--- src/logic/fp_add_pkg.sv ---
package fp_add_pkg;

	// single precision word layout
	localparam int FP_WIDTH = 32;
	localparam int EXP_W    = 8;
	localparam int FRAC_W   = 23;
	localparam int MANT_W   = FRAC_W + 1;   // hidden bit on top
	localparam int GRS_W    = 3;            // guard, round, sticky
	localparam int EXT_W    = MANT_W + GRS_W;

	// all ones exponent marks infinity (255)
	localparam logic [EXP_W-1:0] EXP_MAX = '1;

	localparam int MODE_W = 3;

	// rounding mode codes
	localparam logic [MODE_W-1:0] RM_RNE = 3'd0;   // ties to even
	localparam logic [MODE_W-1:0] RM_RNA = 3'd1;   // ties away from zero
	localparam logic [MODE_W-1:0] RM_RTP = 3'd2;   // toward +inf
	localparam logic [MODE_W-1:0] RM_RTN = 3'd3;   // toward -inf
	localparam logic [MODE_W-1:0] RM_RTZ = 3'd4;   // chop

	// ieee 754 field view
	typedef struct packed {
		logic              sign;
		logic [EXP_W-1:0]  exp;    // biased
		logic [FRAC_W-1:0] frac;   // no hidden bit
	} fp_fields_t;

	// same 32 bits seen raw or split into fields
	typedef union packed {
		logic [FP_WIDTH-1:0] raw;
		fp_fields_t          fields;
	} fp_word_u;

endpackage

--- src/logic/fp_add_top.sv ---
`timescale 1ns/1ps

module fp_add_top (
	input  logic                            i_clk,
	input  logic                            i_rst,
	input  logic                            i_valid,
	input  logic                            i_op,      // 1 subtracts b
	input  logic [fp_add_pkg::MODE_W-1:0]   i_mode,
	input  logic [fp_add_pkg::FP_WIDTH-1:0] i_a,
	input  logic [fp_add_pkg::FP_WIDTH-1:0] i_b,
	output logic                            o_valid,   // two cycles after i_valid
	output logic [fp_add_pkg::FP_WIDTH-1:0] o_result,
	output logic                            o_inexact
);
	import fp_add_pkg::*;

	// stage 1 registers out of the align block
	logic                    s1_valid;
	logic [MODE_W-1:0]       s1_mode;
	logic                    s1_sign;
	logic                    s1_eff_sub;
	logic [EXP_W-1:0]        s1_exp;
	logic [EXT_W-1:0]        s1_big;
	logic [EXT_W-1:0]        s1_small;
	logic                    s1_zero_sign;
	logic                    s1_spec;
	logic [FP_WIDTH-1:0]     s1_spec_word;

	// combinational sum, feeds the output register
	logic [EXT_W-1:0]        n_mant;
	logic signed [EXP_W+1:0] n_exp;
	logic                    n_zero;

	fp_operand_align u_align (
		.i_clk                 (i_clk),
		.i_rst                 (i_rst),
		.i_valid               (i_valid),
		.i_op                  (i_op),
		.i_mode                (i_mode),
		.i_a                   (i_a),
		.i_b                   (i_b),
		.o_valid               (s1_valid),
		.o_mode                (s1_mode),
		.o_sign                (s1_sign),
		.o_eff_sub             (s1_eff_sub),
		.o_exp                 (s1_exp),
		.o_big                 (s1_big),
		.o_small               (s1_small),
		.o_same_sign_zero_sign (s1_zero_sign),
		.o_spec                (s1_spec),
		.o_spec_word           (s1_spec_word)
	);

	fp_sum_normalize u_norm (
		.i_eff_sub (s1_eff_sub),
		.i_exp     (s1_exp),
		.i_big     (s1_big),
		.i_small   (s1_small),
		.o_mant    (n_mant),
		.o_exp     (n_exp),
		.o_zero    (n_zero)
	);

	fp_round_pack u_round (
		.i_clk       (i_clk),
		.i_rst       (i_rst),
		.i_valid     (s1_valid),
		.i_mode      (s1_mode),
		.i_sign      (s1_sign),
		.i_zero_sign (s1_zero_sign),
		.i_mant      (n_mant),
		.i_exp       (n_exp),
		.i_zero      (n_zero),
		.i_spec      (s1_spec),
		.i_spec_word (s1_spec_word),
		.o_valid     (o_valid),
		.o_result    (o_result),
		.o_inexact   (o_inexact)
	);

endmodule

--- src/logic/fp_operand_align.sv ---
`timescale 1ns/1ps

module fp_operand_align (
	input  logic                            i_clk,
	input  logic                            i_rst,
	input  logic                            i_valid,
	input  logic                            i_op,     // 0 add, 1 sub
	input  logic [fp_add_pkg::MODE_W-1:0]   i_mode,
	input  logic [fp_add_pkg::FP_WIDTH-1:0] i_a,
	input  logic [fp_add_pkg::FP_WIDTH-1:0] i_b,
	output logic                            o_valid,
	output logic [fp_add_pkg::MODE_W-1:0]   o_mode,
	output logic                            o_sign,   // sign of the larger magnitude
	output logic                            o_eff_sub,
	output logic [fp_add_pkg::EXP_W-1:0]    o_exp,
	output logic [fp_add_pkg::EXT_W-1:0]    o_big,
	output logic [fp_add_pkg::EXT_W-1:0]    o_small,
	output logic                            o_same_sign_zero_sign,
	output logic                            o_spec,
	output logic [fp_add_pkg::FP_WIDTH-1:0] o_spec_word
);
	import fp_add_pkg::*;

	fp_word_u          word_a;
	fp_word_u          word_b;
	logic              sign_a;
	logic              sign_b;       // after the op flip
	logic [EXP_W-1:0]  exp_a;
	logic [EXP_W-1:0]  exp_b;
	logic [MANT_W-1:0] mant_a;
	logic [MANT_W-1:0] mant_b;
	logic              inf_a;
	logic              inf_b;
	logic              a_wins;       // |a| >= |b|
	logic              big_sign;
	logic [EXP_W-1:0]  big_exp;
	logic [MANT_W-1:0] big_mant;
	logic [EXP_W-1:0]  small_exp;
	logic [MANT_W-1:0] small_mant;
	logic [EXP_W-1:0]  exp_diff;
	logic [EXT_W-1:0]  small_ext;
	logic [EXT_W-1:0]  shifted;
	logic [EXT_W-1:0]  lost_mask;
	logic              sticky;
	logic              eff_sub;
	logic              zero_sign;
	fp_word_u          spec_word;

	always_comb begin
		word_a.raw = i_a;
		word_b.raw = i_b;
	end

	assign sign_a = word_a.fields.sign;
	assign sign_b = word_b.fields.sign ^ i_op;   // a - b is a + (-b)
	assign exp_a  = word_a.fields.exp;
	assign exp_b  = word_b.fields.exp;

	// exp 0 means zero here, subnormal fraction dropped
	assign mant_a = (exp_a == '0) ? '0 : {1'b1, word_a.fields.frac};
	assign mant_b = (exp_b == '0) ? '0 : {1'b1, word_b.fields.frac};

	assign inf_a = (exp_a == EXP_MAX);
	assign inf_b = (exp_b == EXP_MAX);

	// exponent first then significand
	assign a_wins = ({exp_a, mant_a} >= {exp_b, mant_b});

	assign big_sign   = a_wins ? sign_a : sign_b;
	assign big_exp    = a_wins ? exp_a : exp_b;
	assign big_mant   = a_wins ? mant_a : mant_b;
	assign small_exp  = a_wins ? exp_b : exp_a;
	assign small_mant = a_wins ? mant_b : mant_a;

	assign eff_sub  = sign_a ^ sign_b;
	assign exp_diff = big_exp - small_exp;   // never negative

	// alignment shift, every bit pushed out lands in sticky
	assign small_ext = {small_mant, {GRS_W{1'b0}}};
	assign shifted   = small_ext >> exp_diff;
	assign lost_mask = ~({EXT_W{1'b1}} << exp_diff);   // all ones once diff passes 26
	assign sticky    = |(small_ext & lost_mask);

	// exact zero sign
	// like signs keep it, unlike signs give -0 only toward -inf
	assign zero_sign = eff_sub ? (i_mode == RM_RTN) : sign_a;

	// infinity result, a takes precedence
	always_comb begin
		spec_word.fields.sign = inf_a ? sign_a : sign_b;
		spec_word.fields.exp  = EXP_MAX;
		spec_word.fields.frac = '0;
	end

	always_ff @(posedge i_clk) begin
		if (i_rst) begin
			o_valid <= 1'b0;
		end else begin
			o_valid <= i_valid;
		end
	end

	// stage 1 payload, loads only with a new op
	always_ff @(posedge i_clk) begin
		if (i_valid) begin
			o_mode                <= i_mode;
			o_sign                <= big_sign;
			o_eff_sub             <= eff_sub;
			o_exp                 <= big_exp;
			o_big                 <= {big_mant, {GRS_W{1'b0}}};
			o_small               <= {shifted[EXT_W-1:1], shifted[0] | sticky};
			o_same_sign_zero_sign <= zero_sign;
			o_spec                <= inf_a | inf_b;
			o_spec_word           <= spec_word.raw;
		end
	end

endmodule

--- src/logic/fp_round_pack.sv ---
`timescale 1ns/1ps

module fp_round_pack (
	input  logic                                i_clk,
	input  logic                                i_rst,
	input  logic                                i_valid,
	input  logic [fp_add_pkg::MODE_W-1:0]       i_mode,
	input  logic                                i_sign,
	input  logic                                i_zero_sign,   // sign for an exact zero
	input  logic [fp_add_pkg::EXT_W-1:0]        i_mant,
	input  logic signed [fp_add_pkg::EXP_W+1:0] i_exp,
	input  logic                                i_zero,
	input  logic                                i_spec,
	input  logic [fp_add_pkg::FP_WIDTH-1:0]     i_spec_word,
	output logic                                o_valid,
	output logic [fp_add_pkg::FP_WIDTH-1:0]     o_result,
	output logic                                o_inexact
);
	import fp_add_pkg::*;

	logic [MANT_W-1:0]       keep;        // hidden bit plus fraction
	logic                    guard;
	logic                    rnd;
	logic                    sticky;
	logic                    lost;        // anything below the lsb
	logic                    round_up;
	logic [MANT_W:0]         rounded;     // room for the rounding carry
	logic [FRAC_W-1:0]       frac_fin;
	logic signed [EXP_W+1:0] exp_fin;
	fp_word_u                res_word;
	logic                    res_inexact;

	assign keep   = i_mant[EXT_W-1:GRS_W];
	assign guard  = i_mant[2];
	assign rnd    = i_mant[1];
	assign sticky = i_mant[0];
	assign lost   = guard | rnd | sticky;

	always_comb begin
		case (i_mode)
			RM_RNA:  round_up = guard;               // ties go away from zero
			RM_RTP:  round_up = ~i_sign & lost;
			RM_RTN:  round_up = i_sign & lost;
			RM_RTZ:  round_up = 1'b0;
			default: round_up = guard & (rnd | sticky | keep[0]);   // RNE and unused codes
		endcase
	end

	assign rounded = {1'b0, keep} + (MANT_W + 1)'(round_up);

	// 1.111..1 + ulp gives 10.000..0
	// fraction goes to zero and exponent steps up
	assign frac_fin = rounded[MANT_W] ? rounded[FRAC_W:1] : rounded[FRAC_W-1:0];
	assign exp_fin  = i_exp + $signed({{(EXP_W + 1){1'b0}}, rounded[MANT_W]});

	// priority special, zero, overflow, underflow, normal
	always_comb begin
		res_word.raw = '0;
		res_inexact  = 1'b0;
		if (i_spec) begin
			res_word.raw = i_spec_word;   // infinity passes through exact
		end else if (i_zero) begin
			res_word.fields.sign = i_zero_sign;
		end else if (exp_fin >= $signed({2'b00, EXP_MAX})) begin
			res_word.fields.sign = i_sign;   // overflow to inf in every mode
			res_word.fields.exp  = EXP_MAX;
			res_inexact          = 1'b1;
		end else if (exp_fin < 10'sd1) begin
			res_word.fields.sign = i_sign;   // flush to signed zero
			res_inexact          = 1'b1;
		end else begin
			res_word.fields.sign = i_sign;
			res_word.fields.exp  = exp_fin[EXP_W-1:0];
			res_word.fields.frac = frac_fin;
			res_inexact          = lost;
		end
	end

	// output register holds its value between ops
	always_ff @(posedge i_clk) begin
		if (i_rst) begin
			o_valid   <= 1'b0;
			o_result  <= '0;
			o_inexact <= 1'b0;
		end else begin
			o_valid <= i_valid;
			if (i_valid) begin
				o_result  <= res_word.raw;
				o_inexact <= res_inexact;
			end
		end
	end

endmodule

--- src/logic/fp_sum_normalize.sv ---
`timescale 1ns/1ps

module fp_sum_normalize (
	input  logic                                i_eff_sub,
	input  logic [fp_add_pkg::EXP_W-1:0]        i_exp,     // larger exponent
	input  logic [fp_add_pkg::EXT_W-1:0]        i_big,
	input  logic [fp_add_pkg::EXT_W-1:0]        i_small,   // already aligned
	output logic [fp_add_pkg::EXT_W-1:0]        o_mant,    // hidden bit at msb
	output logic signed [fp_add_pkg::EXP_W+1:0] o_exp,     // may leave 1..254
	output logic                                o_zero
);
	import fp_add_pkg::*;

	localparam int LZC_W = $clog2(EXT_W + 1);

	logic [EXT_W:0]          sum;        // extra carry bit
	logic [LZC_W-1:0]        lzc;
	logic [EXT_W-1:0]        shifted_l;
	logic signed [EXP_W+1:0] exp_ext;

	// big >= small, so a subtract never goes negative
	always_comb begin
		if (i_eff_sub) begin
			sum = {1'b0, i_big} - {1'b0, i_small};
		end else begin
			sum = {1'b0, i_big} + {1'b0, i_small};
		end
	end

	// leading zero count over the low 27 bits
	always_comb begin
		lzc = LZC_W'(EXT_W);   // all zero
		for (int i = 0; i < EXT_W; i++) begin
			if (sum[i]) begin
				lzc = LZC_W'(EXT_W - 1 - i);   // highest set bit wins
			end
		end
	end

	assign shifted_l = sum[EXT_W-1:0] << lzc;
	assign exp_ext   = $signed({2'b00, i_exp});
	assign o_zero    = (sum == '0);

	always_comb begin
		if (sum[EXT_W]) begin
			// carry out of an add
			// one step right, folding the dropped bit into sticky
			o_mant = {sum[EXT_W:2], sum[1] | sum[0]};
			o_exp  = exp_ext + 10'sd1;
		end else begin
			o_mant = shifted_l;   // cancellation, pull the leading one up
			o_exp  = exp_ext - $signed({{(EXP_W + 2 - LZC_W){1'b0}}, lzc});
		end
	end

endmodule

--- config.mk ---
export PLATFORM = sky130hd
export DESIGN_NAME = fp_add_top
export DESIGN_NICKNAME = d
export VERILOG_FILES = /design/src/logic/fp_add_pkg.sv /design/src/logic/fp_add_top.sv /design/src/logic/fp_operand_align.sv /design/src/logic/fp_round_pack.sv /design/src/logic/fp_sum_normalize.sv
export SDC_FILE = /design/constraint.sdc
export NUM_CORES = 1
export LEC_CHECK = 0
export ABC_AREA = 1
export ABC_CLOCK_PERIOD_IN_PS = 6400
export BUFFER_PORTS_ARGS = -buffer_cell sky130_fd_sc_hd__buf_2
export CAP_MARGIN = 20
export CORE_MARGIN = 3
export CORE_UTILIZATION = 35
export CTS_CLUSTER_DIAMETER = 120
export DETAILED_ROUTE_END_ITERATION = 8
export HOLD_SLACK_MARGIN = 0.08
export SLEW_MARGIN = 30
export SYNTH_ARGS = -nofsm -noshare
export SYNTH_HDL_FRONTEND = slang
export SYNTH_SLANG_ARGS = --single-unit
--- constraint.sdc ---
create_clock -name i_clk -period 6.4 [get_ports i_clk]
set_input_delay 0.32 -clock i_clk [delete_from_list [all_inputs] [get_ports i_clk]]
set_output_delay 0.32 -clock i_clk [all_outputs]
set_load 0.01 [all_outputs]
==> Word level (Yosys, flattened, before mapping) <==
Cells that the tools add are included.
{ "word_totals": {"n_memories": 0, "wordCells": 103, "rom_bits": 0, "input_bits": 71, "ramBits": 0, "reg_bits": 102, "latch_bits": 0} }
{ "op_classes": {"mul": 0, "div": 0, "n_addsub": 7, "reduce_logical": 4, "n_eq_ne": 7, "shifts": 3, "n_bitwise": 15, "n_mux": 51, "magnitude_cmp": 3} }
{ "op_table": {"columns": ["operator", "count"], "rows": [
  ["$mux 24", 4],
  ["$mux 5", 16],
  ["$mux 31", 2],
  ["$mux 23", 2],
  ["$ge 32x32->1", 1],
  ["$mux 32", 1],
  ["$mux 4", 8],
  ["$add 27x27->28", 1],
  ["$logic_not 28->1", 1],
  ["$mux 28", 1],
  ["$sub 27x27->28", 1],
  ["$and 27x27->27", 1],
  ["$mux 27", 1],
  ["$not 27->27", 1],
  ["$reduce_or 27->1", 1],
  ["$shl 27x5->27", 1],
  ["$shl 27x8->27 const A", 1],
  ["$shr 27x8->27", 1],
  ["$add 24x1->25", 1],
  ["$mux 8", 3],
  ["$eq 8x8->1 const B", 2],
  ["$logic_not 8->1", 2],
  ["$add 10x2->10", 1],
  ["$ge 10x9->1 const B", 1],
  ["other kinds (15)", 35]
]} }

==> Logic depth before layout (Yosys ltp) <==
{ "logic_depth": {"ltp_word": 42, "mapped_depth": 64} }

==> Modules after synthesis <==
A second synthesis with hierarchy kept.
{ "unflattened": {"cells_unflattened": 2208, "hier_area_um2": 13481.7} }
{ "modules_own_cells": {"columns": ["module", "area_each_um2", "seq_area_each_um2", "instances", "cells_per_inst"], "rows": [
  ["fp_operand_align", 6322.3, 2031.9, 1, 935],
  ["fp_sum_normalize", 4399.2, 0.0, 1, 823],
  ["fp_round_pack", 2760.1, 680.7, 1, 450]
]} }

==> Worst setup path before layout <==
No wires, ideal clock.
{ "synth_timing": {"kind": "register to register", "from": "register u_align.o_big[4] (netlist name)", "to": "register u_round.o_result[16] (netlist name)", "arrival_time_ns": 6.517, "synth_period_minus_slack_ns": 6.587, "setup_time_ns": 0.070, "n_path_buf": 2, "path_slack_ns": -0.187, "stages_incl_launch_ff": 54, "path_cell_list": "edfxtp_1 > ha_1 > nand2_1 > nand2_1 > a21oi_2 > nand2_1 > nand2_1 > nand2_1 > nand2_1 > nand2_1 > nand2_1 > nand2_1 > nand2_1 > nand2_1 > nand2_1 > nand2_1 > nand2_1 > nand3_1 > (+18 left out) > nand2_2 > nor2_4 > nand4_2 > clkinv_1 > ha_1 > ha_1 > inv_1 > nor3_1 > nand2_1 > nor4_1 > xnor2_1 > inv_1 > nand4_1 > nand2_1 > nor3_2 > buf_2 > nand3_1 > a21oi_1"} }
{ "synth_via": {"elab_chain_cells": 38, "word_cells_on_any_way": 48} }
{ "synth_lines": {"columns": ["item", "line_no", "source"], "rows": [
  ["start, declared", "fp_operand_align.sv:16", "output logic [fp_add_pkg::EXT_W-1:0] o_big,"],
  ["start signal, assigned", "fp_operand_align.sv:110", "o_big <= {big_mant, {GRS_W{1'b0}}};"],
  ["$add 27x27->28 / $sub 27x27->28 (equally long branches)", "fp_sum_normalize.sv:26, fp_sum_normalize.sv:24", null],
  ["$mux 28 *", "fp_sum_normalize.sv:23", "if (i_eff_sub) begin"],
  ["$mux 4 (7 in a row)", "fp_sum_normalize.sv:34", "if (sum[i]) begin"],
  ["$mux 5 (16 in a row)", "fp_sum_normalize.sv:34", null],
  ["$shl 27x5->27", "fp_sum_normalize.sv:40", "assign shifted_l = sum[EXT_W-1:0] << lzc;"],
  ["$mux 27", "fp_sum_normalize.sv:45", "if (sum[EXT_W]) begin"],
  ["$or 1x1->1 (on tied branches) (2 in a row)", "fp_round_pack.sv:45, fp_round_pack.sv:37", null],
  ["$and 1x1->1 (on tied branches)", "fp_round_pack.sv:45, fp_round_pack.sv:42, fp_round_pack.sv:43", null],
  ["$pmux 1 s4", "fp_round_pack.sv:40", "case (i_mode)"],
  ["$add 24x1->25", "fp_round_pack.sv:49", "assign rounded = {1'b0, keep} + (MANT_W + 1)'(round_up);"],
  ["$add 10x2->10", "fp_round_pack.sv:54", "assign exp_fin = i_exp + $signed({{(EXP_W + 1){1'b0}}, rounded[MANT_W]});"],
  ["$lt 10x2->1", "fp_round_pack.sv:68", "end else if (exp_fin < 10'sd1) begin"],
  ["$mux 31", "fp_round_pack.sv:68", null],
  ["$mux 23", "fp_round_pack.sv:64", "end else if (exp_fin >= $signed({2'b00, EXP_MAX})) begin"],
  ["$mux 31 *", "fp_round_pack.sv:62", "end else if (i_zero) begin"],
  ["$mux 32 *", "fp_round_pack.sv:60", "if (i_spec) begin"],
  ["end signal, assigned", "fp_round_pack.sv:88", "o_result <= res_word.raw;"],
  ["end, declared", "fp_round_pack.sv:16", "output logic [fp_add_pkg::FP_WIDTH-1:0] o_result,"]
]} }
Every way passes the cells marked *; elsewhere a longest branch is shown, timed or not.
A chain may end at the register's enable or synchronous reset.

==> Final worst setup path <==
{ "layout_timing": {"from": "register u_align.o_big[3] (netlist name)", "to": "register u_round.o_result[19] (netlist name)"} }
{ "layout_via": {"elab_chain_cells": 39, "word_cells_on_any_way": 49} }
{ "layout_lines": {"columns": ["item", "line_no"], "rows": [
  ["$add 27x27->28 / $sub 27x27->28 (equally long branches)", "fp_sum_normalize.sv:26, fp_sum_normalize.sv:24"],
  ["$mux 28 *", "fp_sum_normalize.sv:23"],
  ["$mux 4 (8 in a row)", "fp_sum_normalize.sv:34"],
  ["$mux 5 (16 in a row)", "fp_sum_normalize.sv:34"],
  ["$shl 27x5->27", "fp_sum_normalize.sv:40"],
  ["$mux 27", "fp_sum_normalize.sv:45"],
  ["$or 1x1->1 (on tied branches) (2 in a row)", "fp_round_pack.sv:45, fp_round_pack.sv:37"],
  ["$and 1x1->1 (on tied branches)", "fp_round_pack.sv:45, fp_round_pack.sv:42, fp_round_pack.sv:43"],
  ["$pmux 1 s4", "fp_round_pack.sv:40"],
  ["$add 24x1->25", "fp_round_pack.sv:49"],
  ["$add 10x2->10", "fp_round_pack.sv:54"],
  ["$lt 10x2->1", "fp_round_pack.sv:68"],
  ["$mux 31", "fp_round_pack.sv:68"],
  ["$mux 23", "fp_round_pack.sv:64"],
  ["$mux 31 *", "fp_round_pack.sv:62"],
  ["$mux 32 *", "fp_round_pack.sv:60"]
]} }
Marks and branches as above.

==> results by group <==
Synthesis
  – Cell count after synthesis: 2,218
  – Dominant synthesized flop cell: edfxtp_1
  – #FFs+latches synth: 102
  – Yosys warning total: 0
  – Simple-gate share of the synthesized area: 41.87%
  – Most instantiated cells after synthesis: nand2_1 (695), nand3_1 (305), inv_1 (241)
  – Syn_area_per_cell: approximately 6 µm²
  – Top post-synthesis cells by area: nand2_1 (20%), edfxtp_1 (15%), nand3_1 (11%)
  – Post-synthesis adder-cell area fraction: roughly 9%
  – Syn nets: 2,383
  – Number of synthesized flops with an enable pin: 67
  – Largest family of logic cells by synthesized area: simple AND/OR/NAND/NOR gates
  – Complex-gate fraction of the synthesized area: 14.82%
  – Post-synthesis cell area: 13,290 µm²
  – Area leader, netlist: nand2_1
  – Most common cell in the synthesized netlist: nand2_1
  – Mux cell area share after synthesis: 0.07532%
  – Top-area cell type share of the netlist area: between 10% and 20%
  – Synth Area in XOR/XNOR: 2.956%
  – Synth cell types: between 50 and 60
  – Seq/Total Area, Yosys: approximately a fifth
  – Async set-reset flop share out of synthesis: 0%

STA
  – Setup WS post-layout: -0.4625 ns
  – Worst Tran Pin Value: 0.9592 ns
  – Fmax: ~0.15 GHz
  – Final setup viols: 32
  – Unrepaired setup endpoints after global routing: yes
  – Worst hold slack: 0.1570 ns
  – Final Hold Vio Count: 0
  – Max-slew headroom: 35.90%
  – Slew Limit Fails: 0
  – Tmin final: a little under 7 ns
  – Fin crit share: 107.2%
  – Final Skew: 0.01497 ns

Job
  – Max capacitance violation total: 0

Power
  – Leak Pwr: 9.118 nW
  – Power per Cell Area: 345.3 nW/µm²
  – Peak supply drop: 0.0001403 V

CTS
  – Clock transition at path regs: roughly 0.08 ns
  – Root Buffer: clkbuf_16
  – Clock Tree Buf Depth: 2
  – Clock latency on the worst-skew pair: 0.37 ns
  – Cts bufs inserted: 9
  – CTS Sinks: 102
  – CTS tree: done
  – H-tree levels: 3

Floorplan
  – Die W: around 200 µm
  – # rows: 70
  – Io pins: 105
  – Initial Util: 35.87%
  – Core area: 37,050 µm²
  – Die H: approximately 200 µm
  – Die footprint: between 40,000 and 50,000 µm²

Placement
  – Placed cell count: ~3,100
  – Port Buf Inserts: about 100
  – Place WS: -0.6372 ns
  – Area after DPL: roughly 17,000 µm²
  – DP HPWL: 40,990 µm
  – Gpl congestion: approximately 0.95

Critical path
  – Most common cell on crit path: ha_4
  – Crit path DAT: roughly 7.2 ns
  – WP data required: 6.71 ns
  – CP endpoint kind: flop
  – Critical path class: flop to flop
  – Slowest cell on the critical path: fa_2
  – CP Max Fanout: 6
  – Startpoint types: flop
  – CP max stage delay: 0.51 ns

Final layout
  – Final Non-Filler Cells: around 3,100
  – Final nets: 2,798
  – Fin area: approximately 18,000 µm²
  – Ant diodes: 0
  – Layout cells sized above 1: ~27%
  – Area growth from synthesis to layout: 35.22%

Drt
  – Drt pass-1 iters: 5
  – Vias per cell: 5.199
  – Antenna Nets Post-Route: 0
  – Wire length per cell: 15.99 µm
  – Drc violations: 0
  – Vias: 16,330
  – Final WL: 50,250 µm
  – Number of DRC markers in iteration 0: 1,088

Global route
  – Largest net degree at the start of global routing: 69
  – Vias in the first global route: 15,410
  – GRT overflow: 0
  – Tot GR Track Use: 24.05%
  – Initial antenna violation count: 1
  – First-pass GRT wire length: 79,870 µm

Min path
  – Hold Crit Class: primary input to flop

Outcome
  – Status: finished with violations
  – Failing checks: setup timing
[registers in the layout (all words and copies together) (netlist names), 3 cells and up]
register	flops
u_align.o_mode	3
u_align.o_big	24
u_align.o_small	27
u_round.o_result	32
u_align.o_exp	8
[stage by stage]
| step | util, % | total power [mW] | setup TNS, ns |
|---|---|---|---|
| finish | 48.50 | 6.205 | -11.24 |
| global route | 48.50 | 6.752 | -27.53 |
| CTS | 47.44 | 6.020 | -6.296 |
| detailed placement | 44.95 | 5.270 | -18.01 |
| global placement | 44.95 | 5.271 | -12.75 |
| floorplan | - | 3.431 | 0 |
[report_power, final]
group	leakage [nW]	internal (mW)	total, mW	switching, mW
Combinational	8.04	1.98	4.80	2.82
Sequential	0.934	0.802	0.860	0.0585
Clock	0.145	0.274	0.545	0.271
[layout by cell type, fill, tap and decap left out, types with 25 or more instances in the layout]
cell	instances
o22ai_1	25
buf_2	104
xor2_1	34
o21ai_0	109
nand3_1	286
buf_4	379
inv_2	31
nand2_1	657
inv_1	232
edfxtp_1	67
nand4_1	31
nand2_2	50
a21oi_1	87
ha_1	75
nor2_1	150
dfxtp_1	35
[cell families (layout without fill, tap and decap cells)]
logic type	Yosys count	count (layout)
mux	1	1
fa+ha+maj	94	94
xor+xnor	44	44
simple gates	1274	1274
buf+inv	361	781
compound gates	342	342
flops	102	102
[cell type report]
cell class / count / area (µm²)
clock buffers: 9 / 225.2
clock inverters: 7 / 65.06
fillers: 3858 / 19080
inverters: 272 / 1042
multi-input cells: 1755 / 9793
flip-flops and latches: 102 / 2713
well taps: 504 / 630.6
repair buffers: 492 / 3493
repair inverters: 1 / 7.507
[final timing paths]
path                         from              endpoint  slack, ns  depth (start not counted)
min                     i_mode[0]     u_align.o_mode[0]       0.16                          1
max reg2reg      u_align.o_big[3]  u_round.o_result[19]      -0.46                         47
min reg2reg  u_round.o_result[31]  u_round.o_result[31]       0.46                          2
max              u_align.o_big[3]  u_round.o_result[19]      -0.46                         47
[what timing repair did]
item	4_1_cts	5_1_grt
gates resized for setup	88	73
endpoints found under the setup margin	32	34
cloned	1	0
hold buffers	0	0
buffers inserted	40	16
pin swaps	33	48
[layer usage]
layer,share of wire (%),vias up,global-route usage (%)
met5,0,-,0
met3,4.3,106,2.043
met1,44,7538,31.36
met2,48,499,41.68
met4,3.7,0,8.607
li1,-,8191,-
[worst max-delay path, delay by kind of cell (launching register included)]
| family | cells | cell delay, ns |
|---|---|---|
| AO/OA/AOI/OAI | 8 | 1.28 |
| XOR/XNOR | 1 | 0.14 |
| adder cells (fa/ha/maj) | 6 | 1.34 |
| buffers and inverters | 10 | 1.04 |
| flip-flops | 1 | 0.45 |
| AND/OR/NAND/NOR | 22 | 2.55 |
(Power assumes the default switching activity.)
